`src/verilog/dcachePkg.sv`:
```
//######################################################################
// data cache widths, vector types and miss FSM states
//######################################################################

package dcachePkg;

        // address and data widths
        localparam int addrWidth = 16;
        localparam int wordWidth = 32;
        localparam int wordBytes = 4;

        // block geometry
        localparam int blockWords = 4;
        localparam int blockWidth = 128;
        localparam int blockBytes = 16;
        localparam int lineCount = 16;

        // address fields: tag 15..8, index 7..4, word 3..2, byte 1..0
        localparam int indexWidth = 4;
        localparam int offsetWidth = 4;
        localparam int tagWidth = 8;
        localparam int wordSelWidth = 2;
        localparam int blockAddrWidth = 12;

        typedef logic [addrWidth-1:0] addrT;
        typedef logic [wordWidth-1:0] wordT;
        typedef logic [wordBytes-1:0] byteMaskT;
        typedef logic [blockWidth-1:0] blockT;
        typedef logic [blockBytes-1:0] blockMaskT;
        typedef logic [tagWidth-1:0] tagT;
        typedef logic [indexWidth-1:0] indexT;
        typedef logic [blockAddrWidth-1:0] blockAddrT;

        typedef enum logic [2:0] {
                idle,
                lookupMiss,
                writeBack,
                memRead,
                fill
        } missStateT;

endpackage
```
`src/verilog/dcacheTop.sv`:
```
//######################################################################
// data cache top: miss FSM, tag store, data array and word path
//######################################################################

`timescale 1ns/1ns

module dcacheTop import dcachePkg::*; (
        input  logic clock,
        input  logic reset,
        // pipeline side
        input  logic rdEn,
        input  logic wrEn,
        input  addrT addr,
        input  byteMaskT byteMask,
        input  wordT wrData,
        output wordT rdData,
        output logic stall,
        // memory side
        output logic memRen,
        output logic memWen,
        output blockAddrT memBlockAddr,
        output blockT memWrData,
        input  blockT memRdData,
        input  logic memReadReady,
        input  logic memWriteDone
);

        tagT tag;
        indexT index;
        logic [wordSelWidth-1:0] wordSel;
        logic hit;
        logic victimDirty;
        tagT victimTag;
        logic fillEn;
        logic useVictimAddr;
        logic writeHit;
        blockMaskT blockMask;
        blockT blockWrData;
        blockT cacheBlock;

        // address fields
        assign tag = addr[offsetWidth+indexWidth +: tagWidth];
        assign index = addr[offsetWidth +: indexWidth];
        assign wordSel = addr[offsetWidth-wordSelWidth +: wordSelWidth];

        // stall is low only in idle with a hit or no request
        assign writeHit = wrEn & hit & ~stall;

        assign memBlockAddr = useVictimAddr ? {victimTag, index} : {tag, index};
        assign memWrData = cacheBlock;

        dcacheController i_controller (
                .clock(clock),
                .reset(reset),
                .rdEn(rdEn),
                .wrEn(wrEn),
                .hit(hit),
                .victimDirty(victimDirty),
                .memReadReady(memReadReady),
                .memWriteDone(memWriteDone),
                .stall(stall),
                .memRen(memRen),
                .memWen(memWen),
                .fillEn(fillEn),
                .useVictimAddr(useVictimAddr)
        );

        dcacheTagStore i_tagStore (
                .clock(clock),
                .reset(reset),
                .index(index),
                .tag(tag),
                .fillEn(fillEn),
                .writeHit(writeHit),
                .hit(hit),
                .victimDirty(victimDirty),
                .victimTag(victimTag)
        );

        dcacheDataArray i_dataArray (
                .clock(clock),
                .index(index),
                .writeEn(fillEn | writeHit),
                .byteEn(blockMask),
                .writeData(blockWrData),
                .readData(cacheBlock)
        );

        dcacheWordPath i_wordPath (
                .wordSel(wordSel),
                .byteMask(byteMask),
                .wrData(wrData),
                .memRdData(memRdData),
                .fillEn(fillEn),
                .cacheBlock(cacheBlock),
                .rdData(rdData),
                .blockMask(blockMask),
                .blockWrData(blockWrData)
        );

endmodule

```
`src/verilog/dcacheWordPath.sv`:
```
//######################################################################
// word select on read, block lane enables and data on write
//######################################################################

`timescale 1ns/1ns

module dcacheWordPath import dcachePkg::*; (
        input  logic [wordSelWidth-1:0] wordSel,
        input  byteMaskT byteMask,
        input  wordT wrData,
        input  blockT memRdData,
        input  logic fillEn,
        input  blockT cacheBlock,
        output wordT rdData,
        output blockMaskT blockMask,
        output blockT blockWrData
);

        blockMaskT wordMask;

        assign rdData = cacheBlock[wordSel*wordWidth +: wordWidth];

        // pipeline byte mask moved into the selected word's lanes
        always_comb begin
                wordMask = '0;
                for (int w = 0; w < blockWords; w++) begin
                        if (wordSel == w[wordSelWidth-1:0]) begin
                                wordMask[w*wordBytes +: wordBytes] = byteMask;
                        end
                end
        end

        // fill writes the whole block from memory
        always_comb begin
                if (fillEn) begin
                        blockMask = '1;
                        blockWrData = memRdData;
                end else begin
                        blockMask = wordMask;
                        // every word carries wrData, the mask picks the lanes
                        blockWrData = {blockWords{wrData}};
                end
        end

endmodule

```
`src/verilog/dcacheDataArray.sv`:
```
//######################################################################
// block data store, asynchronous read, byte-enabled write
//######################################################################

`timescale 1ns/1ns

module dcacheDataArray import dcachePkg::*; (
        input  logic clock,
        input  indexT index,
        input  logic writeEn,
        input  blockMaskT byteEn,
        input  blockT writeData,
        output blockT readData
);

        blockT blocks [lineCount];

        // one lane per byte of the block
        always_ff @(posedge clock) begin
                if (writeEn) begin
                        for (int lane = 0; lane < blockBytes; lane++) begin
                                if (byteEn[lane]) begin
                                        blocks[index][lane*8 +: 8] <= writeData[lane*8 +: 8];
                                end
                        end
                end
        end

        // combinational read so a hit returns data in the request cycle
        assign readData = blocks[index];

endmodule

```
`src/verilog/dcacheTagStore.sv`:
```
//######################################################################
// per-line valid, dirty and tag storage with hit detection
//######################################################################

`timescale 1ns/1ns

module dcacheTagStore import dcachePkg::*; (
        input  logic clock,
        input  logic reset,
        input  indexT index,
        input  tagT tag,
        input  logic fillEn,
        input  logic writeHit,
        output logic hit,
        output logic victimDirty,
        output tagT victimTag
);

        logic [lineCount-1:0] valid;
        logic [lineCount-1:0] dirty;
        tagT tags [lineCount];

        // line state bits
        always_ff @(posedge clock or negedge reset) begin
                if (!reset) begin
                        valid <= '0;
                        dirty <= '0;
                end else if (fillEn) begin
                        // freshly filled line is clean
                        valid[index] <= 1'b1;
                        dirty[index] <= 1'b0;
                end else if (writeHit) begin
                        dirty[index] <= 1'b1;
                end
        end

        always_ff @(posedge clock) begin
                if (fillEn) begin
                        tags[index] <= tag;
                end
        end

        // lookup of the indexed line
        assign hit = valid[index] && (tags[index] == tag);
        assign victimDirty = valid[index] & dirty[index];
        assign victimTag = tags[index];

endmodule

```
`src/verilog/dcacheController.sv`:
```
//######################################################################
// blocking miss FSM: stall, memory request and fill controls
//######################################################################

`timescale 1ns/1ns

module dcacheController import dcachePkg::*; (
        input  logic clock,
        input  logic reset,
        // pipeline request
        input  logic rdEn,
        input  logic wrEn,
        // tag store lookup
        input  logic hit,
        input  logic victimDirty,
        // memory handshake
        input  logic memReadReady,
        input  logic memWriteDone,
        output logic stall,
        output logic memRen,
        output logic memWen,
        output logic fillEn,
        output logic useVictimAddr
);

        missStateT state;
        missStateT nextState;
        logic request;

        assign request = rdEn | wrEn;

        always_ff @(posedge clock or negedge reset) begin
                if (!reset) begin
                        state <= idle;
                end else begin
                        state <= nextState;
                end
        end

        // next state
        always_comb begin
                nextState = state;
                case (state)
                        idle: begin
                                if (request && !hit) begin
                                        nextState = lookupMiss;
                                end
                        end
                        lookupMiss: begin
                                // dirty victim goes out before the new block comes in
                                if (victimDirty) begin
                                        nextState = writeBack;
                                end else begin
                                        nextState = memRead;
                                end
                        end
                        writeBack: begin
                                if (memWriteDone) begin
                                        nextState = memRead;
                                end
                        end
                        memRead: begin
                                if (memReadReady) begin
                                        nextState = fill;
                                end
                        end
                        fill: begin
                                nextState = idle;
                        end
                        default: begin
                                nextState = idle;
                        end
                endcase
        end

        // outputs from state; stall also from the lookup in idle
        always_comb begin
                stall = 1'b1;
                memRen = 1'b0;
                memWen = 1'b0;
                fillEn = 1'b0;
                useVictimAddr = 1'b0;
                case (state)
                        idle: begin
                                stall = request & ~hit;
                        end
                        lookupMiss: begin
                        end
                        writeBack: begin
                                memWen = 1'b1;
                                useVictimAddr = 1'b1;
                        end
                        memRead: begin
                                memRen = 1'b1;
                        end
                        fill: begin
                                fillEn = 1'b1;
                        end
                        default: begin
                        end
                endcase
        end

endmodule

```
`config.mk`:
```
export PLATFORM = sky130hd
export DESIGN_NAME = dcacheTop
export DESIGN_NICKNAME = d
export VERILOG_FILES = /design/src/verilog/dcachePkg.sv /design/src/verilog/dcacheTop.sv /design/src/verilog/dcacheWordPath.sv /design/src/verilog/dcacheDataArray.sv /design/src/verilog/dcacheTagStore.sv /design/src/verilog/dcacheController.sv
export SDC_FILE = /design/constraint.sdc
export NUM_CORES = 2
export LEC_CHECK = 0
export BUFFER_PORTS_ARGS = -buffer_cell sky130_fd_sc_hd__buf_2
export CAP_MARGIN = 20
export CORE_ASPECT_RATIO = 1.1
export CORE_MARGIN = 4
export CORE_UTILIZATION = 30
export DETAILED_ROUTE_END_ITERATION = 8
export MAX_ROUTING_LAYER = met4
export PLACE_DENSITY = 0.45
export SYNTH_ARGS = -nofsm -noshare
export SYNTH_HDL_FRONTEND = slang
export SYNTH_SLANG_ARGS = --single-unit
```
`constraint.sdc`:
```
create_clock -name clock -period 4.9 [get_ports clock]
set_input_delay 0.49 -clock clock [delete_from_list [all_inputs] [get_ports clock]]
set_output_delay 0.49 -clock clock [all_outputs]
set_load 0.005 [all_outputs]
```
# [Word-level counts from Yosys, hierarchy flattened]
# Memory sizes are Yosys's and may differ from the RTL's.
# Index checks and enable logic that the tools add are counted.
[word_totals] input_bits=186 latchBits=0 elab_cells=113 rom_bits=0 out_inout_bits=175 memories=2 ramBits=2176 regBits=35
[op_classes] shifts=1 n_addsub=0 n_reduce_logical=8 n_div=0 eq_ne=11 n_mux=74 order_cmp=2 bitwise=12 n_mul=0
[mem_list] memory="i_dataArray.blocks" words=16 width=128 read_ports=1 rd_ports_with_merged_regs=0 wr=1 line="dcacheDataArray.sv:16" text="blockT blocks [lineCount];"
[mem_list] memory="i_tagStore.tags" words=16 width=8 read_ports=1 rd_ports_with_merged_regs=0 wr=1 line="dcacheTagStore.sv:21" text="tagT tags [lineCount];"
[op_table] op="2-to-1 mux 128 bit" count=1
[op_table] op="variable part select 128 x 8 -> 32 bit" count=1
[op_table] op="2-to-1 mux 1 bit" count=58
[op_table] op="2-to-1 mux 16 bit" count=3
[op_table] op="bitwise OR 16 bit" count=2
[op_table] op="AND 16 bit" count=1
[op_table] op="2-to-1 mux 4 bit" count=4
[op_table] op="inverter 16 bit" count=1
[op_table] op="2-to-1 mux 12 bit" count=1
[op_table] op="case mux 3 bit (4 select lines)" count=1
[op_table] op="2-to-1 mux 3 bit" count=3
[op_table] op="binary-select mux 1 bit (select 4 bit)" count=2
[op_table] op="== test 8 bit" count=1
[op_table] op="== test 3 x 2 -> 1 bit, second input constant" count=2
[op_table] op="less-than comparator 4 x 5 -> 1 bit, second input constant" count=1
[op_table] op="AND 1 bit" count=4
[op_table] op="demux 1 bit (select 4 bit)" count=1
[op_table] op="== test 2 bit, second input constant" count=2
[op_table] op=">= comparator 4 x 1 -> 1 bit, second input constant" count=1
[op_table] op="!= test 2 bit, second input constant" count=2
[op_table] op="== test 3 x 1 -> 1 bit, second input constant" count=1
[op_table] op="== test 3 bit, second input constant" count=1
[op_table] op="logical AND 1 bit" count=3
[op_table] op="logical NOT 3 bit" count=1
[op_table] op="8 further kinds" count=10

# [Depth between registers and ports, before layout]
[logic_depth] depth_word=11 ltp_mapped=12 depth_no_buf=7

# [By module]
# A second synthesis with hierarchy kept.
[unflattened] cells_unflattened=4187 hier_area_um2=86490.5
[by_module_without_submodules] mod="dcacheDataArray" area_each_um2=77595.7 cells_per_inst=3448 n_inst=1 seq_area_each_um2=61499.0
[by_module_without_submodules] mod="dcacheTagStore" area_each_um2=6368.6 cells_per_inst=338 n_inst=1 seq_area_each_um2=4644.5
[by_module_without_submodules] mod="dcacheWordPath" area_each_um2=2152.1 cells_per_inst=366 n_inst=1 seq_area_each_um2=0.0
[by_module_without_submodules] mod="dcacheController" area_each_um2=197.7 cells_per_inst=19 n_inst=1 seq_area_each_um2=75.1
[by_module_without_submodules] mod="dcacheTop" area_each_um2=176.4 cells_per_inst=16 n_inst=1 seq_area_each_um2=0.0

# [Worst setup path before layout]
# Ideal clock, no wire load.
[synth_path] path_type="input port to output port" from="input addr[4]" to="output rdData[0]" arrival_ns=3.466 t_required_ns=4.410 slack_ns=0.944 path_stages=8 n_path_buf=5 path_cell_list="buf_2 clkbuf_1 buf_2 clkbuf_1 buf_1 mux4_2 mux4_2 mux4_2"
[synth_via] elab_chain_len=2
[synth_rtl] element="from (decl)" line="dcacheTop.sv:13" text="input addrT addr,"
[synth_rtl] element="memory (16 x 128 bit)"
[synth_rtl] element="via memWrData[96]" line="dcacheTop.sv:22" text="output blockT memWrData,"
[synth_rtl] element="variable part select 128 x 8 -> 32 bit" line="dcacheWordPath.sv:21" text="assign rdData = cacheBlock[wordSel*wordWidth +: wordWidth];"
[synth_rtl] element="to (decl)" line="dcacheTop.sv:16" text="output wordT rdData,"
# The timed path passes the listed nets, and every way through them passes these cells.

# [Worst setup path after layout]
[layout_path] from="input addr[7]" to="output rdData[3]"
[layout_via] elab_chain_len=2
[layout_rtl] element="memory (16 x 128 bit)"
[layout_rtl] element="variable part select 128 x 8 -> 32 bit" line="dcacheWordPath.sv:21"
# No other way between the ends.

==> summary.txt <==
WS Path Type -> in2out
Hold Path Class -> in2reg
Core Area -> 287000 um^2
Clk Latency, worst-skew pair -> 0.88 ns
Synthesis warning total -> 0
Max cap viols -> 0
Buffers from clock root to sink, at most -> 4
Number of hold-slack violations in the final timing report -> 0
Maximum clock frequency -> 236 MHz
Library cell with the largest summed area after synthesis -> sky130_fd_sc_hd__edfxtp_1
Post-synthesis compound-gate area fraction -> 0.00782
Share of the clock period used by the worst path after layout -> 0.864
Share of cell area taken by muxes after synthesis -> 0.186
Slew Viols, Final -> 0
Pin count of the biggest net entering global routing -> 117
Initial Utilization -> 0.302
Distinct cell type count of the synthesized netlist -> 45
Proportion of layout cells with a drive suffix above 1 -> 0.367
Crit Path Max Fanout -> 49
Die X-Extent -> 521 um
RSZ-0062 raised after global routing -> false
Residual overflow from global routing -> 0
Setup Slack @ Placement -> 0.559 ns
Initial drt markers -> 4094
Synth top cells by count -> sky130_fd_sc_hd__edfxtp_1, sky130_fd_sc_hd__mux4_2, sky130_fd_sc_hd__nand2_1, sky130_fd_sc_hd__nor2_1, sky130_fd_sc_hd__clkbuf_1
Final setup margin -> 0.665 ns
Clock tree from TritonCTS -> built
Average wire per cell in the routed design -> 29.5 um
H-tree levels -> 4
Wirelength, routed -> 256000 um
Leading post-synthesis cells by cell area -> sky130_fd_sc_hd__edfxtp_1, sky130_fd_sc_hd__mux4_2, sky130_fd_sc_hd__nand2_1
Final critical path time including I/O delays and setup -> 4.23 ns
Mapped cell area -> 86800 um^2
Crit-path slowest cell -> sky130_fd_sc_hd__buf_4
Status -> finished, final reports clean
Area fraction in and, or, nand and nor cells after synthesis -> 0.0314
Nets -> 4812
Count of vias placed by the detailed router -> 42.2k
Syn_area_per_cell -> 22.0 um^2
Most Crowded Layer GR -> met2
Total clock buffers created by CTS -> 228
Final setup TNS -> 0 ns
Power density normalized to cell area -> 410 nW/um^2
Largest family of logic cells by synthesized area -> multiplexers
Data arrival time of the critical path -> 3.74 ns
Resized cells post-CTS -> 0
Synthesized instance count -> 3946
Chain of cells forming the critical path -> buf_8, buf_4, buf_4, mux4_2, mux4_2, buf_2
HPWL after detailed placement -> 181000 um
Highest ir drop seen on vdd -> 0.265 mV
Post-synthesis sequential element count -> 2211
I/O Buffers -> 358
Required time at the endpoint of the critical path -> 4.41 ns
Pin slew with the least headroom to its limit -> 1.07 ns
Longest individual stage delay on the worst path -> 0.69 ns
Sort of element at the start of the critical path -> primary input
Most common cell in the netlist -> sky130_fd_sc_hd__edfxtp_1
Adder-cell area share of the yosys netlist -> 0
Via count of the first global-routing pass -> 43.7k
Lkg Pwr -> 32.9 nW
Number of nets in the synthesized netlist -> 4132
Leading register cell type out of synthesis -> sky130_fd_sc_hd__edfxtp_1
Type of destination of the critical path -> output port
Met3 layer usage reported by global route -> 0.0354
Area growth, synth to finish -> 18.3%
Tot GR Track Use -> 0.174
Post-synthesis sequential area ratio -> 0.763
Placer Congestion -> 0.791
Worst slew margin relative to its limit -> 0.284
Synthesized-area fraction occupied by xor and xnor cells -> 0.000404
CTS root buffer -> sky130_fd_sc_hd__clkbuf_16
Post-CTS clock slew at the launch and capture registers of the worst setup and hold paths -> 0.06 ns
Detailed-route vias per instance -> 4.87
Number of placement rows -> 206
Die Span Y -> 572 um
Top-Level Pins -> 361
Antenna violations before repair -> 48
Met2 demand-to-capacity share in global routing -> 0.265
Met1 Track Usage GR -> 0.233
Fillers -> 26.9k
Number of setup violations in the final report -> 0
Number of nets with antenna violations after detailed routing -> 0
Number of enable-type register cells in the synthesized netlist -> 2176
Wire length of the first global-routing pass -> 353000 um
DRC -> 0
Full die area -> 298000 um^2
Clock skew after layout -> 0.0444 ns
Total clock sinks -> 2211
Async SR Flop Fraction -> 0.0158
Top cell type's share of synthesized area -> 0.753
Setup fix buffers added after clock tree synthesis -> 0
Length of the first detailed-routing pass in iterations -> 7
==> cell type report <==
class                           instances  area (um^2)  share of cell area
Timing Repair Buffer                  687         4640              0.0453
Sequential cell                      2211        66200               0.645
Clock buffer                          277         6010              0.0586
Inverter                                4         15.0            0.000146
Antenna cell                           13         32.5            0.000317
Tap cell                             3848         4810              0.0469
Clock inverter                        135         1190              0.0116
Multi-Input combinational cell       1494        19700               0.192
==> placed cells by master (no fill, tap or decap), drive strengths merged, types with 13 or more instances in the layout <==
cell type     n
nor2        283
dfrtp        35
clkinv      105
buf         682
o31ai        18
o21ai        23
mux2i        19
clkbuf      277
edfxtp     2176
diode        13
mux4        706
or2          17
nand2       314
and3         13
a31oi        16
bufinv       21
==> critical path, delay by kind of cell <==
| family | cells | cell delay [ns] |
|---|---|---|
| mux | 2 | 1.16 |
| buf+inv | 4 | 1.78 |
==> worst paths after layout <==
kind                            cells past startpoint              startpoint  slack [ns]                         end
worst min register to register                      1     i_tagStore.valid[7]        0.47         i_tagStore.valid[7]
min in group asynchronous                           2                   reset        0.30       i_controller.state[0]
worst max register to register                      9  i_tagStore.tags[12][4]        1.27   i_dataArray.blocks[7][14]
worst min-delay path                                1                 addr[8]        0.08       i_tagStore.tags[1][0]
worst max-delay path                                6                 addr[7]        0.67                   rdData[3]
max in group asynchronous                           2                   reset        3.97  asynchronous set/reset pin
==> power breakdown <==
| group | total [mW] | internal [mW] | switching (mW) |
|---|---|---|---|
| logic | 3.57 | 1.11 | 2.46 |
| registers | 21.5 | 21.4 | 0.0618 |
| clock network | 17.0 | 9.78 | 7.23 |
==> cells by family (layout without fill, tap and decap cells) <==
| group | count (synthesis) | after routing |
|---|---|---|
| flip-flops | 2211 | 2211 |
| XOR/XNOR | 4 | 4 |
| multiplexers | 729 | 729 |
| buffers and inverters | 241 | 1103 |
| AND/OR/NAND/NOR | 673 | 673 |
| other | 0 | 13 |
| AO/OA/AOI/OAI | 88 | 88 |
==> layer usage <==
layer  vias to the layer above  share of wire
li1                      17800              -
met1                     22700           0.43
met2                      1315           0.47
met3                       346          0.066
met4                         0          0.041
met5                         -              0
==> flip-flops by register name, indices dropped and copies added, names as in the netlist, named ones only <==
signal / flops
i_tagStore.tags: 128
i_tagStore.valid: 16
i_dataArray.blocks: 2048
i_controller.state: 3
==> through the flow <==
step / std cells / util / hold slack, ns / power [mW] / area [um^2]
2_1_floorplan: 3946 / - / 0.194 / 23.7 / 86800
3_3_place_gp: 8229 / 0.332 / 0.446 / 25.5 / 95200
3_5_place_dp: 8230 / 0.332 / 0.451 / 25.6 / 95200
4_1_cts: 8647 / 0.357 / 0.0130 / 42.7 / 102000
5_1_grt: 8661 / 0.357 / 0.0413 / 43.6 / 103000
6_report: 8669 / 0.357 / 0.0791 / 42.1 / 103000
==> repair_timing <==
item / in CTS / in global routing
hold buffers: 5 / 0
endpoints found under the setup margin: 0 / 0
endpoints found under the hold margin: 57 / 0
Power figures use the tool's default switching activity.
